File: config.mk
export PLATFORM = sky130hd
export DESIGN_NAME = i2c_bit_engine
export DESIGN_NICKNAME = d
export VERILOG_FILES = /design/src/rtl/eeprom_pkg.sv /design/src/rtl/i2c_bit_engine.sv
export SDC_FILE = /design/constraint.sdc
export NUM_CORES = 1
export LEC_CHECK = 0
export ABC_AREA = 1
export BUFFER_PORTS_ARGS = -buffer_cell sky130_fd_sc_hd__buf_2
export CAP_MARGIN = 10
export CORE_MARGIN = 2
export CORE_UTILIZATION = 30
export CTS_CLUSTER_SIZE = 40
export DETAILED_ROUTE_END_ITERATION = 7
export PLACE_DENSITY = 0.52
export SYNTH_ARGS = -nofsm -noshare
export SYNTH_HDL_FRONTEND = slang
export SYNTH_SLANG_ARGS = --single-unit
File: constraint.sdc
create_clock -name CLK -period 3.6 [get_ports CLK]
set_clock_uncertainty 0.05 [all_clocks]
set_input_delay 0.9 -clock CLK [delete_from_list [all_inputs] [get_ports CLK]]
set_output_delay 0.9 -clock CLK [all_outputs]
set_load 0.01 [all_outputs]
File: src/rtl/eeprom_pkg.sv
package eeprom_pkg;

    localparam int ADDR_W = 11;

    localparam logic [3:0] DEVICE_CODE = 4'b1010; // upper nibble of every control byte
    localparam logic       RW_WRITE    = 1'b0;
    localparam logic       RW_READ     = 1'b1;

    // half periods per bit engine operation
    localparam logic [4:0] PH_SHORT = 5'd4;  // start or stop
    localparam logic [4:0] PH_BYTE  = 5'd18; // 8 data bits and the ack bit

    // sequencer states, one-hot
    typedef enum logic [10:0] {
        idle        = 11'b000_0000_0001,
        ready       = 11'b000_0000_0010,
        write_start = 11'b000_0000_0100,
        ctrl_write  = 11'b000_0000_1000,
        addr_write  = 11'b000_0001_0000,
        data_write  = 11'b000_0010_0000,
        read_start  = 11'b000_0100_0000,
        ctrl_read   = 11'b000_1000_0000,
        data_read   = 11'b001_0000_0000,
        stop        = 11'b010_0000_0000,
        ackn        = 11'b100_0000_0000
    } main_state_t;

    // operations handed to the bit engine
    typedef enum logic [2:0] {
        op_none  = 3'd0,
        op_start = 3'd1, // also the repeated start
        op_stop  = 3'd2,
        op_send  = 3'd3,
        op_recv  = 3'd4
    } bit_op_t;

endpackage

File: src/rtl/i2c_bit_engine.sv
module i2c_bit_engine import eeprom_pkg::*; #(
    parameter int unsigned CLK_DIV = 2
) (
    input  logic       CLK,
    input  logic       RESET,
    input  bit_op_t    op,
    input  logic [7:0] tx_byte,
    input  logic       last,
    output logic       op_done,
    output logic       got_nak,
    output logic [7:0] rx_byte,
    output logic       scl,
    output logic       sda_oe,
    input  logic       sda_in
);

    localparam logic [31:0] DIV_LAST  = 32'(CLK_DIV - 1);
    localparam logic [31:0] SAMPLE_AT = 32'(CLK_DIV / 2); // middle of the high phase
    // with more than one CLK per half period, sda moves one CLK after scl
    localparam bit          SDA_LAG   = (CLK_DIV > 1);

    bit_op_t     cur_op;
    logic        active;
    logic [4:0]  phase;
    logic [4:0]  phase_nxt;
    logic [4:0]  phase_end;
    logic [31:0] div_cnt;
    logic [7:0]  tx_q;
    logic        last_q;
    logic [7:0]  rx_sh;
    logic        tick;
    logic        sample;
    logic [1:0]  lvl_start;
    logic [1:0]  lvl_now;
    logic [1:0]  lvl_next;

    // {scl, sda_oe} wanted in a given phase of an operation
    function automatic logic [1:0] bus_level(bit_op_t o, logic [4:0] ph,
                                             logic [7:0] d, logic lst);
        logic hi;
        logic oe;
        hi = ph[0]; // bytes: low on even, high on odd phases
        oe = 1'b0;
        case (o)
            op_start: begin
                hi = (ph == 5'd1) || (ph == 5'd2);
                oe = ph[1]; // sda falls while scl high
            end
            op_stop: begin
                hi = (ph != 5'd0);
                oe = (ph < 5'd2); // sda rises while scl high
            end
            op_send: oe = !ph[4] && !d[3'd7 - ph[3:1]]; // ack bit left to the slave
            op_recv: oe = ph[4] && !lst;                // master ack unless last byte
            default: oe = 1'b0;
        endcase
        return {hi, oe};
    endfunction

    assign tick      = active && (div_cnt == DIV_LAST);
    assign sample    = active && phase[0] && (div_cnt == SAMPLE_AT);
    assign phase_nxt = phase + 5'd1;
    assign phase_end = (cur_op == op_start || cur_op == op_stop) ? PH_SHORT - 5'd1
                                                                 : PH_BYTE - 5'd1;

    assign lvl_start = bus_level(op, 5'd0, tx_byte, last);
    assign lvl_now   = bus_level(cur_op, phase, tx_q, last_q);
    assign lvl_next  = bus_level(cur_op, phase_nxt, tx_q, last_q);

    always_ff @(posedge CLK) begin
        if (RESET) begin
            active  <= 1'b0;
            cur_op  <= op_none;
            phase   <= '0;
            div_cnt <= '0;
            op_done <= 1'b0;
            got_nak <= 1'b0;
            scl     <= 1'b1;
            sda_oe  <= 1'b0;
        end else begin
            op_done <= 1'b0;
            if (!active) begin
                if (op != op_none) begin
                    active  <= 1'b1;
                    cur_op  <= op;
                    phase   <= '0;
                    div_cnt <= '0;
                    got_nak <= 1'b0;
                    scl     <= lvl_start[1];
                    if (!SDA_LAG) begin
                        sda_oe <= lvl_start[0];
                    end
                end
            end else begin
                if (tick) begin
                    div_cnt <= '0;
                    if (phase == phase_end) begin
                        active  <= 1'b0; // scl and sda hold until the next op
                        op_done <= 1'b1;
                    end else begin
                        phase <= phase_nxt;
                        scl   <= lvl_next[1];
                        if (!SDA_LAG) begin
                            sda_oe <= lvl_next[0];
                        end
                    end
                end else begin
                    div_cnt <= div_cnt + 32'd1;
                end
                if (SDA_LAG && div_cnt == '0) begin
                    sda_oe <= lvl_now[0];
                end
                // slave acknowledge, high means refused
                if (sample && cur_op == op_send && phase == PH_BYTE - 5'd1) begin
                    got_nak <= sda_in;
                end
            end
        end
    end

    always_ff @(posedge CLK) begin
        if (!active && op != op_none) begin
            tx_q   <= tx_byte;
            last_q <= last;
        end
        if (sample && cur_op == op_recv && !phase[4]) begin
            rx_sh <= {rx_sh[6:0], sda_in}; // msb first
        end
        if (tick && phase == phase_end && cur_op == op_recv) begin
            rx_byte <= rx_sh;
        end
    end

endmodule

==> report_table.html <==
<table>
<tr><th>Metric</th><th>Value</th></tr>
<tr><th colspan="2">Layout</th></tr>
<tr><td>Synth-to-layout area growth</td><td>15.79%</td></tr>
<tr><td>Net count reported at finish</td><td>roughly 600</td></tr>
<tr><td>Fillers</td><td>about 1400</td></tr>
<tr><td>Antenna diode count</td><td>0</td></tr>
<tr><td>Post-route cell area</td><td>~4400 µm²</td></tr>
<tr><td>Fraction of final layout cells sized beyond drive strength 1</td><td>13.49%</td></tr>
<tr><th colspan="2">Placement</th></tr>
<tr><td>Post-place instance area</td><td>4140 µm²</td></tr>
<tr><td>Detailed placer's ending HPWL</td><td>6448 µm</td></tr>
<tr><td>Setup slack after placement</td><td>1.200 ns</td></tr>
<tr><td>Global placement routability congestion</td><td>0.8264</td></tr>
<tr><td># port buffers</td><td>26</td></tr>
<tr><th colspan="2">Timing</th></tr>
<tr><td>Hold violation count in the final report</td><td>0</td></tr>
<tr><td>Post-layout min period</td><td>about 2.3 ns</td></tr>
<tr><td>Final sum of negative setup slack</td><td>0 ns</td></tr>
<tr><td>Number of max-slew violations in the final report</td><td>0</td></tr>
<tr><td>Minimum setup slack in the final design</td><td>1.253 ns</td></tr>
<tr><td>Max Clk Rate</td><td>between 400 and 500 MHz</td></tr>
<tr><td>Worst hold slack</td><td>0.3693 ns</td></tr>
<tr><td>Max_slew headroom</td><td>57.36%</td></tr>
<tr><td>Crit share post-route</td><td>between 60% and 70%</td></tr>
<tr><td>Final-report setup violation count</td><td>0</td></tr>
<tr><td>Actual transition at the worst max-transition pin</td><td>~0.64 ns</td></tr>
<tr><td>RSZ-0062 raised after global routing</td><td>false</td></tr>
<tr><th colspan="2">Clock tree</th></tr>
<tr><td>Source-to-sink clock delay at the later pin of the worst-skew pair</td><td>0.34 ns</td></tr>
<tr><td>CTS tree</td><td>done</td></tr>
<tr><td>H-tree Lvls</td><td>3</td></tr>
<tr><td>Root buffer cell</td><td>clkbuf_16</td></tr>
<tr><td>CTS Buffer Depth</td><td>2</td></tr>
<tr><td>CTS clk-pin slew, worst paths</td><td>about 0.060 ns</td></tr>
<tr><td>Post-CTS Repair Setup Buffers</td><td>0</td></tr>
<tr><td>CTS Hold Buffers Added</td><td>0</td></tr>
<tr><td>Number of clock buffers inserted by TritonCTS</td><td>9</td></tr>
<tr><td>Clk sinks</td><td>70</td></tr>
<tr><td>Post-cts repair resize count</td><td>0</td></tr>
<tr><th colspan="2">Yosys</th></tr>
<tr><td>Most common cell in the netlist</td><td>nand2_1</td></tr>
<tr><td>Compound-gate portion of the synthesized area</td><td>around 5.9%</td></tr>
<tr><td>Largest family of logic cells by synthesized area</td><td>simple AND/OR/NAND/NOR gates</td></tr>
<tr><td>Total of flip-flops plus latches after synthesis</td><td>70</td></tr>
<tr><td>Count of flip-flops with a built-in enable after synthesis</td><td>25</td></tr>
<tr><td>Synth Instances</td><td>537</td></tr>
<tr><td>Async set-reset flop share out of synthesis</td><td>0%</td></tr>
<tr><td>Portion of the post-synthesis area used by sequential elements</td><td>43.25%</td></tr>
<tr><td>Adder and majority gate portion of the synthesized area</td><td>under 10%</td></tr>
<tr><td>Most used DFF post-synth</td><td>dfxtp_1</td></tr>
<tr><td>Synthesized-area fraction occupied by xor and xnor cells</td><td>2.523%</td></tr>
<tr><td>Mapped cell area</td><td>3819 µm²</td></tr>
<tr><td>Avg Cell Area, Syn</td><td>7.111 µm²</td></tr>
<tr><td>Area share of and/or/nand/nor cells after synthesis</td><td>38.79%</td></tr>
<tr><td>Library cell with the largest summed area after synthesis</td><td>dfxtp_1</td></tr>
<tr><td>Count of different cell masters after synthesis</td><td>33</td></tr>
<tr><td>Count of synthesis-stage warnings from yosys</td><td>0</td></tr>
<tr><td>Area share of the leading cell type in the synthesized netlist</td><td>23.59%</td></tr>
<tr><td>Syn_nets</td><td>roughly 560</td></tr>
<tr><td>Cell types with the highest counts after synthesis</td><td>163 x nand2_1, 78 x nor2_1, 52 x inv_1</td></tr>
<tr><td>Leading cell types by total area after synthesis</td><td>dfxtp_1 24%, edfxtp_1 20%, nand2_1 16%</td></tr>
<tr><td>Proportion of synthesized area in mux cells</td><td>0%</td></tr>
<tr><th colspan="2">Global routing</th></tr>
<tr><td>Maximum number of pins on one net before global-route repair</td><td>29</td></tr>
<tr><td>Antenna violations before repair</td><td>0</td></tr>
<tr><td>Global route total overflow</td><td>0</td></tr>
<tr><td>Vias in the first global route</td><td>3103</td></tr>
<tr><td>Combined global-route utilization of all metal layers</td><td>between 10 and 15%</td></tr>
<tr><td>First-pass GRT wire length</td><td>14620 µm</td></tr>
<tr><th colspan="2">Hold path</th></tr>
<tr><td>Path category of the worst min-delay check</td><td>reg2reg</td></tr>
<tr><td>Number of instances on the worst hold path</td><td>0</td></tr>
<tr><th colspan="2">Routing</th></tr>
<tr><td>Number of design rule violations left after detail routing</td><td>0</td></tr>
<tr><td>Wire length after detailed routing</td><td>8770 µm</td></tr>
<tr><td>Detailed-route vias per instance</td><td>4.491</td></tr>
<tr><td>Vias post-DR</td><td>3337</td></tr>
<tr><td>Drt pass-1 iters</td><td>5</td></tr>
<tr><td>Starting DRT DRC Count</td><td>between 200 and 250</td></tr>
<tr><td>Remaining antenna violation count</td><td>0</td></tr>
<tr><td>Average wire per cell in the routed design</td><td>~12 µm</td></tr>
<tr><th colspan="2">Job</th></tr>
<tr><td>Max-cap violation count</td><td>0</td></tr>
<tr><th colspan="2">Die</th></tr>
<tr><td>Height of the die</td><td>116.8 µm</td></tr>
<tr><td>I/O pin count</td><td>27</td></tr>
<tr><td>Site Rows</td><td>41</td></tr>
<tr><td>Die outline area</td><td>about 14000 µm²</td></tr>
<tr><td>Width of the die</td><td>between 100 and 150 µm</td></tr>
<tr><td>Core area</td><td>12520 µm²</td></tr>
<tr><td>Initial standard-cell utilization of the core</td><td>30.51%</td></tr>
<tr><th colspan="2">Worst setup path</th></tr>
<tr><td>Kind of start point of the critical path</td><td>flop</td></tr>
<tr><td>Largest fanout on the critical path</td><td>28</td></tr>
<tr><td>Worst-case reg-to-reg path depth</td><td>7</td></tr>
<tr><td>Worst setup EP type</td><td>flop</td></tr>
<tr><td>Endpoint arrival time on the critical path</td><td>2.27 ns</td></tr>
<tr><td>Category of the most critical setup path</td><td>reg2reg</td></tr>
<tr><td>Critical Path RT</td><td>3.53 ns</td></tr>
<tr><th colspan="2">Pwr</th></tr>
<tr><td>Pwr per Cell Area</td><td>417.8 nW/µm²</td></tr>
<tr><td>Maximum VDD drop</td><td>approximately 0.23 mV</td></tr>
<tr><td>LEAKAGE</td><td>1.685 nW</td></tr>
<tr><th colspan="2">Outcome</th></tr>
<tr><td>Run status</td><td>finished clean</td></tr>
</table>
-- per-stage QoR --
step	cells	util (%)	power, W
2_1_floorplan	537	-	0.0009829
3_5_place_dp	727	33.08	0.001026
4_1_cts	743	35.33	0.001874
5_1_grt	743	35.33	0.001934
6_report	743	35.33	0.001847
3_3_place_gp	727	33.08	0.001027
-- cells by family (layout without fill, tap and decap cells) --
family | after synthesis | in the layout
flip-flops | 70 | 70
AO/OA/AOI/OAI | 42 | 42
XOR/XNOR | 11 | 11
adder cells (fa/ha/maj) | 7 | 7
buffers and inverters | 70 | 104
AND/OR/NAND/NOR | 337 | 337
-- power breakdown --
group	switching, W	internal [W]	total (W)
clock network	0.000365	0.000474	0.000839
logic	0.0000991	0.0000505	0.000150
registers	0.0000220	0.000837	0.000859
total	0.000486	0.00136	0.00185
-- final timing paths --
check                      from                   end  slack [ns]
min reg2reg  rx_sh[7]$_DFFE_PP_  rx_byte[7]$_DFFE_PP_        0.37
max           active$_SDFF_PP0_  rx_byte[7]$_DFFE_PP_        1.25
max reg2reg   active$_SDFF_PP0_  rx_byte[7]$_DFFE_PP_        1.25
min          rx_sh[7]$_DFFE_PP_  rx_byte[7]$_DFFE_PP_        0.37
-- layer usage --
metal | vias to the layer above | GRT usage, % | routed length, µm
met3 | 14 | 3.090 | 282
li1 | 1782 | - | -
met4 | 0 | 7.216 | 227
met1 | 1494 | 17.58 | 4245
met5 | - | 0 | 0
met2 | 47 | 22.70 | 4014
-- cell type report --
cell class	instances	area [µm²]	area share (%)
sequential	70	1652	37.35
inverter	57	215.2	4.867
clock inverter	7	56.30	1.273
timing repair buffer	31	167.7	3.792
multi-input combinational	397	1891	42.76
tap	172	215.2	4.867
clock buffer	9	225.2	5.093
-- worst max-delay path, cell delays in order (launching register included) --
cell,delay [ns]
dfxtp_1,0.34
buf_4,0.33
nand2_1,0.14
nor3_1,0.21
nand3_1,0.22
inv_1,0.10
nand2_1,0.08
nor2_1,0.51
-- state kept, by name (all words and copies together) (netlist names), 3 cells and up --
signal and flops:
cur_op 3, div_cnt 32, phase 5, rx_byte 8, rx_sh 8, tx_q 8
-- cells in the final DEF, fill, tap and decap left out, drive strengths merged, types with 5 or more instances in the layout --
cell type  synthesis  final
buf                8     31
nand4              8      8
a21oi             31     31
nor3              19     19
nand2            170    170
dfxtp             45     45
xor2               7      7
edfxtp            25     25
o21ai              9      9
ha                 7      7
nor2              87     87
nand3             51     51
clkinv             2      5
inv               55     58
clkbuf             5      9
(Power assumes the default switching activity.)
