===== src/rtl/eeprom_pkg.sv =====
package eeprom_pkg;

    localparam int ADDR_W = 11;

    localparam logic [3:0] DEVICE_CODE = 4'b1010; // upper nibble of every control byte
    localparam logic       RW_WRITE    = 1'b0;
    localparam logic       RW_READ     = 1'b1;

    // half periods per bit engine operation
    localparam logic [4:0] PH_SHORT = 5'd4;  // start or stop
    localparam logic [4:0] PH_BYTE  = 5'd18; // 8 data bits and the ack bit

    // sequencer states, one-hot
    typedef enum logic [10:0] {
        idle        = 11'b000_0000_0001,
        ready       = 11'b000_0000_0010,
        write_start = 11'b000_0000_0100,
        ctrl_write  = 11'b000_0000_1000,
        addr_write  = 11'b000_0001_0000,
        data_write  = 11'b000_0010_0000,
        read_start  = 11'b000_0100_0000,
        ctrl_read   = 11'b000_1000_0000,
        data_read   = 11'b001_0000_0000,
        stop        = 11'b010_0000_0000,
        ackn        = 11'b100_0000_0000
    } main_state_t;

    // operations handed to the bit engine
    typedef enum logic [2:0] {
        op_none  = 3'd0,
        op_start = 3'd1, // also the repeated start
        op_stop  = 3'd2,
        op_send  = 3'd3,
        op_recv  = 3'd4
    } bit_op_t;

endpackage


===== src/rtl/eeprom_ctrl_fsm.sv =====
module eeprom_ctrl_fsm import eeprom_pkg::*; (
    input  logic              CLK,
    input  logic              RESET,
    input  logic              wr,
    input  logic              rd,
    input  logic [ADDR_W-1:0] addr,
    input  logic [7:0]        data_in,
    output bit_op_t           op,
    output logic [7:0]        tx_byte,
    output logic              last,
    input  logic              op_done,
    input  logic              got_nak,
    input  logic [7:0]        rx_byte,
    output logic [7:0]        data_out,
    output logic              ack,
    output logic              nak,
    output logic              busy
);

    main_state_t       state;
    main_state_t       state_nxt;
    bit_op_t           state_op;
    logic              issue;
    logic              nak_q;
    logic [ADDR_W-1:0] addr_q;
    logic [7:0]        data_q;
    logic              rd_q;

    always_comb begin
        state_nxt = state;
        case (state)
            idle: begin
                if (wr || rd) begin
                    state_nxt = ready;
                end
            end
            ready:       state_nxt = write_start;
            write_start: if (op_done) state_nxt = ctrl_write;
            ctrl_write:  if (op_done) state_nxt = got_nak ? stop : addr_write;
            addr_write: begin
                if (op_done) begin
                    if (got_nak) begin
                        state_nxt = stop;
                    end else begin
                        state_nxt = rd_q ? read_start : data_write;
                    end
                end
            end
            data_write:  if (op_done) state_nxt = stop; // nak or not, the write ends here
            read_start:  if (op_done) state_nxt = ctrl_read;
            ctrl_read:   if (op_done) state_nxt = got_nak ? stop : data_read;
            data_read:   if (op_done) state_nxt = stop;
            stop:        if (op_done) state_nxt = ackn;
            ackn:        state_nxt = idle;
            default:     state_nxt = idle;
        endcase
    end

    // bus operation and byte for the current state
    always_comb begin
        state_op = op_none;
        tx_byte  = 8'h00;
        case (state)
            write_start, read_start: state_op = op_start;
            ctrl_write: begin
                state_op = op_send;
                tx_byte  = {DEVICE_CODE, addr_q[ADDR_W-1:8], RW_WRITE};
            end
            addr_write: begin
                state_op = op_send;
                tx_byte  = addr_q[7:0];
            end
            data_write: begin
                state_op = op_send;
                tx_byte  = data_q;
            end
            ctrl_read: begin
                state_op = op_send;
                tx_byte  = {DEVICE_CODE, addr_q[ADDR_W-1:8], RW_READ};
            end
            data_read: state_op = op_recv;
            stop:      state_op = op_stop;
            default:   state_op = op_none;
        endcase
    end

    assign op   = issue ? state_op : op_none; // one cycle on state entry
    assign last = (state == data_read);       // single byte read, master naks
    assign ack  = (state == ackn);
    assign nak  = nak_q;
    assign busy = (state != idle);

    always_ff @(posedge CLK) begin
        if (RESET) begin
            state <= idle;
            issue <= 1'b0;
            nak_q <= 1'b0;
        end else begin
            state <= state_nxt;
            issue <= (state_nxt != state) &&
                     (state_nxt inside {write_start, ctrl_write, addr_write, data_write,
                                        read_start, ctrl_read, data_read, stop});
            if (state == ready) begin
                nak_q <= 1'b0;
            end else if (op_done && got_nak) begin
                nak_q <= 1'b1;
            end
        end
    end

    always_ff @(posedge CLK) begin
        if (state == idle && (wr || rd)) begin
            addr_q <= addr;
            data_q <= data_in;
            rd_q   <= rd; // read wins if both strobes come together
        end
        if (state == data_read && op_done) begin
            data_out <= rx_byte;
        end
    end

endmodule


===== config.mk =====
export PLATFORM = sky130hd
export DESIGN_NAME = eeprom_ctrl_fsm
export DESIGN_NICKNAME = d
export VERILOG_FILES = /design/src/rtl/eeprom_pkg.sv /design/src/rtl/eeprom_ctrl_fsm.sv
export SDC_FILE = /design/constraint.sdc
export NUM_CORES = 1
export LEC_CHECK = 0
export BUFFER_PORTS_ARGS = -buffer_cell sky130_fd_sc_hd__buf_2
export CORE_AREA = 2 2 57 70
export CTS_BUF_LIST = sky130_fd_sc_hd__clkbuf_4 sky130_fd_sc_hd__clkbuf_8
export DETAILED_ROUTE_END_ITERATION = 6
export DIE_AREA = 0 0 59 72
export GPL_ROUTABILITY_DRIVEN = 0
export PLACE_DENSITY_LB_ADDON = 0.08
export SYNTH_ARGS = -nofsm -noshare
export SYNTH_HDL_FRONTEND = slang
export SYNTH_SLANG_ARGS = --single-unit

===== constraint.sdc =====
create_clock -name CLK -period 4.25 [get_ports CLK]
set_input_delay 0.425 -clock CLK [delete_from_list [all_inputs] [get_ports CLK]]
set_output_delay 0.425 -clock CLK [all_outputs]
set_load 0.05 [all_outputs]

==> impl_metrics.tcl, run 1 <==
set metrics [dict create \
    status "completed" \
    track_usage 0.2373 \
    hold_end "data_out[5]" \
    critPathLaunchType "flip-flop" \
    die_x_um 59 \
    layout.cells.non_filler 266 \
    worstPathArrival_ps 2570 \
    p_leak_nw 1.020 \
    port-buffer-count 55 \
    tightest_slew_ps 780.4 \
    cts_tree "yes" \
    dpl.hpwl_um 3278 \
    period_needed_ps 2998 \
    insertion_delay_ps 300 \
    crit_path_end_kind "output port" \
    clockBufferDepth 2 \
    yosys_warnings 0 \
    min-delay-start "rx_byte[5]" \
    synth_edf_count 28 \
    antennaDiodeCount 0 \
    finClkSkew_ps 5.234 \
    synth.largest_area_cell "edfxtp_1" \
    cap_violations 0 \
    htree_levels 2 \
    synth_ff_type "edfxtp_1" \
    ctsHoldBuffers 0 \
    async_flop_share 0 \
    synth_area_um2 1946 \
    core_area_um2 3543 \
    hold_depth 1 \
    routed-via-count 1680 \
    cpPeakStageDelay_ps 570 \
    grt_pass1_wl_um 7541 \
    fin_tns_setup_ps 0 \
    syn_area_per_cell_um2 11.12 \
    placed_cells 258 \
    pin_count 56 \
    path_cells "or4_4 > nor3_1 > and4b_1 > a22oi_1 > nand2_1 > buf_2" \
    grt_start_max_net_pins 20 \
    r2r_end "issue" \
    synth_cell_types 49 \
    cp.required_ps 3830 \
    first_pass_iters 5 \
    final_layout_size_suffix_gt1_frac 0.3128 \
    synthToLayoutAreaGrowth_pct 20.71 \
    cts.sinks 41 \
    setup_viol 0 \
    die-area_um2 4248 \
    min_period_over_period 0.7055 \
    path_class "reg2out" \
    syn_nets 208 \
    slew_violations 0 \
    powerDensity_nw_per_um2 369.6 \
    yosysMostFrequentCell "edfxtp_1" \
    wl_per_cell_um 17.36 \
    use_met3 0.07487 \
    viasPerCell 6.316 \
    reg2reg_from "state[3]" \
    r2r_slack_ps 1540 \
    routed_wl_um 4617 \
    cp_max_fo 11 \
    reg2reg_depth 6 \
    synthCells 175 \
    drtAntennaViolNets 0 \
    chipHeight_um 72 \
    synth_top_cells_by_area "edfxtp_1 43%, dfxtp_1 13%, nor2_1 2.9%, nor3_1 2.6%, clkbuf_1 1.9%" \
    ys_top_cells_by_count "28 x edfxtp_1, 15 x nor2_1, 13 x dfxtp_1" \
    ir_worst_vdd_uv 425.9 \
    clock-root-buffer "clkbuf_8" \
    ys_ff_latch 41 \
    nNetsFinal 259 \
    total_power_mw 0.8681 \
    rsz0062_at_grt "false" \
    drc 0 \
    fmax_mhz 333.5 \
    grt_use_met2 0.4111 \
    report.final.hold_viol_count 0 \
    critPathSlowestCell "or4_4" \
    rows 24 \
    synth.top_cell.area_share 0.4322 \
    cts-resized-gates 0 \
    relSlewSlack 0.4749 \
    grt_use_met1 0.2756 \
    antenna_found_initial 0 \
    grt_overflow 0 \
    cts_setup_buffers 0 \
    grt_busiest_layer "met2" \
    grt_pass1_vias 1604 \
    cts_made_buffers 5 \
    seq_area_frac_synth 0.5659 \
    clkTransAtPathRegs_ps 80 \
    start_util 0.5491 \
    worst_hold_path_type "in2reg" \
    drt-initial-drc-count 95 \
]
==> kinds of logic after synthesis <==
kind of cell	after synthesis	share of synthesized area
muxes	1	0.005145
and+or+nand+nor	70	0.2129
DFF	41	0.5659
xor gates and xnor gates	5	0.02251
AOI/OAI and AO/OA	38	0.1511
buffers and inverters	20	0.04245
==> metrics by stage <==
stage / util / setup slack (ps) / cell area (µm²) / hold slack [ps]
floorplan: - / 1024 / 1946 / 496.1
global placement: 0.6289 / 1663 / 2228 / 502.1
detailed placement: 0.6289 / 1570 / 2228 / 514.1
global route: 0.6628 / 1057 / 2349 / 276.8
CTS: 0.6628 / 1226 / 2349 / 289.8
finish: 0.6628 / 1252 / 2349 / 294.4
==> cell type report <==
class	instances	area, µm²
Multi-Input combinational cell	114	762.0
Clock inverter	2	37.54
Tap cell	39	48.80
Inverter	7	26.28
Clock buffer	6	82.58
Fill cell	275	1195
Sequential cell	41	1101
Timing Repair Buffer	57	290.3
==> power breakdown <==
group	switching [mW]	total, mW	internal, mW	leakage [nW]
logic	0.0470	0.0740	0.0271	0.591
registers	0.0113	0.469	0.457	0.371
clock network	0.135	0.326	0.191	0.0574
==> metal layers <==
| layer | share of wire | wire, µm |
|---|---|---|
| met2 | 0.54 | 2495 |
| met5 | 0 | 0 |
| met3 | 0.089 | 410 |
| met1 | 0.35 | 1633 |
| met4 | 0.017 | 78 |
==> critical path: cells and delay by family (launching register included) <==
kind,cells,cell delay (ps)
flops,1,420
compound gates,1,140
buf+inv,1,270
simple gates,4,1440
==> worst max-delay path by stage <==
stage / from / endpoint / slack, ps
2_1_floorplan: state[8] / issue / 1020
3_3_place_gp: state[2] / tx_byte[0] / 1660
3_5_place_dp: state[3] / tx_byte[0] / 1570
4_1_cts: state[3] / tx_byte[0] / 1230
5_1_grt: state[2] / tx_byte[0] / 1060
6_report: state[3] / tx_byte[0] / 1250
==> registers in the layout, summed over array words and instances (netlist names) <==
signal / flops
addr_q: 11
data_out: 8
data_q: 8
issue: 1
nak: 1
rd_q: 1
state: 11
==> cells in the final DEF, fill, tap and decap left out, types with 2 or more instances in the layout <==
cell type / synthesis / layout
nand3b_1: 2 / 2
nor3_1: 10 / 10
nor4_1: 4 / 4
buf_2: 0 / 55
edfxtp_1: 28 / 28
nor2_1: 15 / 15
a211oi_1: 2 / 2
xor2_1: 4 / 4
nor2b_1: 6 / 6
a2bb2oi_1: 2 / 2
clkbuf_8: 0 / 6
o31a_1: 2 / 2
and2_1: 2 / 2
a31oi_1: 2 / 2
or4_1: 2 / 2
o21ai_0: 3 / 3
buf_4: 0 / 2
a21oi_1: 6 / 6
a222oi_1: 3 / 3
a221o_1: 2 / 2
nand2b_1: 4 / 4
nand4_1: 6 / 6
o21a_1: 2 / 2
and4_1: 4 / 4
nand2_1: 6 / 6
a22o_1: 2 / 2
or4_4: 2 / 2
o22ai_1: 2 / 2
dfxtp_1: 13 / 13
inv_1: 7 / 7
Power figures use the tool's default switching activity.
==> run 2: changes to the inputs <==
--- a/config.mk
+++ b/config.mk
@@ -5,11 +5,12 @@
 export SDC_FILE = /design/constraint.sdc
 export NUM_CORES = 1
 export LEC_CHECK = 0
+export ABC_AREA = 1
 export BUFFER_PORTS_ARGS = -buffer_cell sky130_fd_sc_hd__buf_2
-export CORE_AREA = 2 2 57 70
+export CORE_AREA = 2 2 64 78
 export CTS_BUF_LIST = sky130_fd_sc_hd__clkbuf_4 sky130_fd_sc_hd__clkbuf_8
 export DETAILED_ROUTE_END_ITERATION = 6
-export DIE_AREA = 0 0 59 72
+export DIE_AREA = 0 0 66 80
 export GPL_ROUTABILITY_DRIVEN = 0
 export PLACE_DENSITY_LB_ADDON = 0.08
 export SYNTH_ARGS = -nofsm -noshare
==> constraint.sdc (replaced) <==
create_clock -name CLK -period 2.4 [get_ports CLK]
set_input_delay 0.24 -clock CLK [delete_from_list [all_inputs] [get_ports CLK]]
set_output_delay 0.24 -clock CLK [all_outputs]
set_load 0.05 [all_outputs]
==> impl_metrics.tcl, run 2 <==
set metrics [dict create \
    critPathBufInv 3 \
    synthAdderAreaFrac 0 \
    cp_common_cell "inv_1" \
    clkTransAtPathRegs_ps 80 \
    tightest_slew_ps 580.2 \
    cp.required_ps 2160 \
    grt_pass1_wl_um 8024 \
    final_cell_mix "55 x buf_2, 47 x nand2_1, 37 x nand3_1, 36 x nor2_1, 30 x inv_1" \
    report.final.hold_viol_count 0 \
    synth_ff_type "edfxtp_1" \
    clockBufferDepth 2 \
    stdcell_area_um2 2626 \
    path_cells "inv_1 > nand2_1 > nor3_1 > nand2_2 > nand3_1 > inv_1 > a41oi_1 > buf_2" \
    finClkSkew_ps 6.588 \
    relSlewSlack 0.6118 \
    critPathSlowestCell "dfxtp_1" \
    slew_violations 0 \
    synth_cell_types 27 \
    cp_max_fo 6 \
    synthCells 260 \
    cpPeakStageDelay_ps 350 \
    antenna_found_initial 0 \
    syn_area_per_cell_um2 8.272 \
    worst_hold_path_type "in2reg" \
    pin_count 56 \
    period_needed_ps 2233 \
    synth_compound_area_frac 0.08144 \
    async_flop_share 0 \
    track_usage 0.2054 \
    p_leak_nw 1.248 \
    pre_cts_slack_ps 414.0 \
    fmax_mhz 447.8 \
    worstPathArrival_ps 1990 \
    ys_ff_latch 41 \
    path_class "reg2out" \
    critPathLaunchType "flip-flop" \
    synth_xor_area_frac 0 \
    p_seq_frac 0.522 \
    cts_made_buffers 5 \
    cts_tree "yes" \
    viasPerCell 5.058 \
    swShare 0.2469 \
    synth-simple-area-share 0.3316 \
    synth_top_family_by_area "simple AND/OR/NAND/NOR gates" \
    die_x_um 66 \
    fin_tns_setup_ps 0 \
    wl_per_cell_um 12.99 \
    critPathTopFamily "simple AND/OR/NAND/NOR gates" \
    place_area_um2 2494 \
    nNetsFinal 355 \
    clock-root-buffer "clkbuf_8" \
    start_util 0.4751 \
    synth_area_um2 2151 \
    ir_worst_vdd_uv 447.2 \
    drt-initial-drc-count 126 \
    switching_power_mw 0.3968 \
    yosys_warnings 0 \
    min_period_over_period 0.9305 \
    fin_ws_ps 166.7 \
    first_pass_iters 4 \
    reg.largest.list "addr_q x11, state x11" \
    chipHeight_um 80 \
    setup_viol 0 \
    drc 0 \
    final_layout_size_suffix_gt1_frac 0.3003 \
    synth_mux_area_frac 0 \
    power.internal_mw 1.210 \
    ys_top_cells_by_count "48 x nand2_1, 37 x nand3_1, 37 x nor2_1" \
    synth_top_cells_by_area "edfxtp_1 39%, dfxtp_1 12%, nand3_1 8.6%, nand2_1 8.4%, nor2_1 6.5%" \
    yosysMostFrequentCell "nand2_1" \
    p_comb_frac 0.127 \
    grt_pass1_vias 1816 \
    drtAntennaViolNets 0 \
    crit_path_end_kind "output port" \
    routed_wl_um 4950 \
    grt_start_max_net_pins 19 \
    powerDensity_nw_per_um2 611.9 \
    synth_edf_count 28 \
    port-buffer-count 55 \
    core_area_um2 4527 \
    grt_overflow 0 \
    synth.largest_area_cell "edfxtp_1" \
    routed-via-count 1927 \
    clockPowerShare 0.352 \
    antennaDiodeCount 0 \
    synthToLayoutAreaGrowth_pct 22.11 \
    rsz0062_at_grt "false" \
    seq_area_frac_synth 0.5119 \
    cap_violations 0 \
    dpl.hpwl_um 3878 \
    rows 27 \
    cts.sinks 41 \
    syn_nets 293 \
    insertion_delay_ps 300 \
    ctsHoldBuffers 0 \
    status "completed" \
    die-area_um2 5280 \
    htree_levels 2 \
    synth.top_cell.area_share 0.3909 \
    final_common_cell "buf_2" \
]
[run 2: cell types whose count changed after synthesis, sizes merged, moves of 7 or more]
cell / before / now
inv: 7 / 37
nand3: 0 / 39
nand2: 6 / 57
clkbuf: 10 / 3
nor2: 15 / 47
[run 2: cell type report]
type | count | area (µm²)
Fill cell | 448 | 1901
Sequential cell | 41 | 1101
Multi-Input combinational cell | 178 | 893.4
Timing Repair Buffer | 59 | 305.3
Inverter | 37 | 138.9
Clock buffer | 6 | 76.32
Tap cell | 58 | 72.57
Clock inverter | 2 | 38.79
[run 2: per-layer routing]
metal / vias to the layer above / global-route usage / routed length (µm)
li1: 988 / - / -
met5: - / 0 / 0
met3: 14 / 0.04231 / 324
met2: 73 / 0.3394 / 2382
met1: 852 / 0.2468 / 2057
met4: 0 / 0.1143 / 184
[run 2: timing repair]
action                     in CTS  in global routing
resized for setup               0                  1
setup buffers                   0                  2
setup endpoints to repair       0                  6
[run 2: path summary, 6_finish.rpt]
kind                               start   endpoint  slack, ps  cells past startpoint
worst max-delay path            state[4]      op[0]        170                      8
worst min-delay path             addr[9]  addr_q[9]        110                      1
worst max register to register  state[6]      issue        450                     12
worst min register to register       nak        nak        500                      2
[run 2: power groups by stage]
stage | combinational, mW | sequential (mW) | clock (mW)
after floorplan | 0.128 | 0.855 | 0
after global placement | 0.192 | 0.856 | 0
after detailed placement | 0.194 | 0.855 | 0
after CTS | 0.195 | 0.839 | 0.578
after global routing | 0.226 | 0.845 | 0.601
final | 0.204 | 0.839 | 0.565
[run 2: cell families (layout without fill, tap and decap cells)]
| logic type | Yosys count | count (layout) |
|---|---|---|
| AND/OR/NAND/NOR | 151 | 151 |
| buffers and inverters | 41 | 104 |
| AO/OA/AOI/OAI | 27 | 27 |
| flip-flops | 41 | 41 |
[run 2: stage by stage]
stage	total power, mW	utilization	instances	hold slack [ps]
5_1_grt	1.673	0.5802	381	106.8
3_5_place_dp	1.050	0.5509	371	418.1
4_1_cts	1.612	0.5763	379	106.8
6_report	1.607	0.5802	381	113.8
2_1_floorplan	0.9832	-	260	338.9
3_3_place_gp	1.048	0.5509	371	416.5
==> run 3: changes to the inputs <==
--- a/config.mk
+++ b/config.mk
@@ -7,10 +7,10 @@
 export LEC_CHECK = 0
 export ABC_AREA = 1
 export BUFFER_PORTS_ARGS = -buffer_cell sky130_fd_sc_hd__buf_2
-export CORE_AREA = 2 2 64 78
+export CORE_AREA = 3 3 65 79
 export CTS_BUF_LIST = sky130_fd_sc_hd__clkbuf_4 sky130_fd_sc_hd__clkbuf_8
 export DETAILED_ROUTE_END_ITERATION = 6
-export DIE_AREA = 0 0 66 80
+export DIE_AREA = 0 0 68 82
 export GPL_ROUTABILITY_DRIVEN = 0
 export PLACE_DENSITY_LB_ADDON = 0.08
 export SYNTH_ARGS = -nofsm -noshare
==> impl_metrics.tcl, run 3 (same netlist as run 2, synthesis figures left out) <==
set metrics [dict create \
    dpl.hpwl_um 3899 \
    rsz0062_at_grt "false" \
    slew_violations 0 \
    start_util 0.4751 \
    clockPowerShare 0.347 \
    grt_pass1_wl_um 7672 \
    r2r_slack_ps 390 \
    first_pass_iters 4 \
    worstPathArrival_ps 2040 \
    relSlewSlack 0.5989 \
    insertion_delay_ps 290 \
    clock-root-buffer "clkbuf_8" \
    fmax_mhz 437.9 \
    tightest_slew_ps 599.5 \
    die-area_um2 5576 \
    report.final.hold_viol_count 0 \
    placed_cells 371 \
    final_common_cell "buf_2" \
    pin_count 56 \
    cts_made_buffers 5 \
    cap_violations 0 \
    postLayoutCoreUtil 0.5829 \
    wl_per_cell_um 13.18 \
    cp_common_cell "inv_1" \
    critPathLaunchType "flip-flop" \
    path_class "reg2out" \
    setup_viol 0 \
    clockBufferDepth 2 \
    worst_hold_path_type "in2reg" \
    p_seq_frac 0.520 \
    core_area_um2 4527 \
    swShare 0.2450 \
    finClkSkew_ps 9.051 \
    synthToLayoutAreaGrowth_pct 22.69 \
    grt_start_max_net_pins 17 \
    htree_levels 2 \
    reg.largest.list "addr_q x11, state x11" \
    hold_end "data_out[1]" \
    switching_power_mw 0.3955 \
    min-delay-start "rx_byte[1]" \
    viasPerCell 5.037 \
    min_period_over_period 0.9515 \
    ir_worst_vdd_uv 510.7 \
    p_leak_nw 1.252 \
    cp.required_ps 2160 \
    critPathSlowestCell "dfxtp_1" \
    drtAntennaViolNets 0 \
    path_cells "inv_1 > nand2_1 > nor3_1 > nand2_2 > nand3_1 > inv_1 > a41oi_1 > buf_2" \
    cts_tree "yes" \
    hold_depth 1 \
    routed-via-count 1919 \
    drt-initial-drc-count 129 \
    final_layout_size_suffix_gt1_frac 0.3003 \
    clkTransAtPathRegs_ps 80 \
    layout.cells.non_filler 381 \
    pre_cts_slack_ps 396.2 \
    antenna_found_initial 0 \
    r2r_end "issue" \
    reg2reg_depth 14 \
    p_comb_frac 0.133 \
    fin_ws_ps 116.4 \
    routed_wl_um 5022 \
    status "completed" \
    die_x_um 68 \
    power.internal_mw 1.219 \
    reg2reg_from "state[4]" \
    antennaDiodeCount 0 \
    fin_tns_setup_ps 0 \
    grt_pass1_vias 1723 \
    port-buffer-count 55 \
    cpPeakStageDelay_ps 350 \
    powerDensity_nw_per_um2 611.8 \
    cp_max_fo 6 \
    period_needed_ps 2284 \
    track_usage 0.1894 \
    crit_path_end_kind "output port" \
    grt_overflow 0 \
    ctsHoldBuffers 0 \
    final_cell_mix "55 x buf_2, 47 x nand2_1, 37 x nand3_1, 36 x nor2_1, 30 x inv_1" \
    chipHeight_um 82 \
    cts.sinks 41 \
    nNetsFinal 355 \
    rows 27 \
    drc 0 \
]
run 3: timing repair:
item                       in CTS  in global routing
buffers inserted                0                  2
gates resized for setup         0                  1
setup endpoints to repair       0                  2
run 3: power groups by stage:
| stage | clock network (mW) | registers [mW] | logic (mW) |
|---|---|---|---|
| final | 0.561 | 0.839 | 0.215 |
| after global routing | 0.610 | 0.844 | 0.236 |
| after CTS | 0.572 | 0.839 | 0.206 |
| after detailed placement | 0 | 0.855 | 0.205 |
| after global placement | 0 | 0.855 | 0.204 |
| after floorplan | 0 | 0.855 | 0.128 |
run 3: worst max path at each step:
stage             start     to  slack [ps]
2_1_floorplan  state[6]  issue         120
3_3_place_gp   state[8]  issue         410
3_5_place_dp   state[8]  issue         400
4_1_cts        state[8]  op[0]          70
6_report       state[4]  op[0]         120
5_1_grt        state[4]  op[0]           6
run 3: worst max-delay path: cells and delay by family (launching register included):
family          cells  cell delay [ps]
simple gates        4              760
buf+inv             3              480
flops               1              350
compound gates      1              160
run 3: through the flow:
stage | hold slack [ps] | instance area (µm²) | power (mW)
finish | 119.4 | 2639 | 1.614
CTS | 113.9 | 2621 | 1.617
detailed placement | 418.1 | 2506 | 1.060
global placement | 416.0 | 2506 | 1.060
floorplan | 338.9 | 2153 | 0.9832
global route | 102.0 | 2639 | 1.689
run 3: layer usage:
metal,GRT usage,vias up,share of wire
li1,-,982,-
met1,0.2252,853,0.42
met2,0.3134,74,0.48
met3,0.05062,10,0.079
met4,0.08946,0,0.024
met5,0,-,0
run 3: final cells by class:
class | count | area [µm²]
multi-input combinational | 178 | 893.4
timing repair buffer | 59 | 317.8
clock inverter | 2 | 38.79
tap | 58 | 72.57
inverter | 37 | 138.9
sequential | 41 | 1101
fill | 452 | 1888
clock buffer | 6 | 76.32
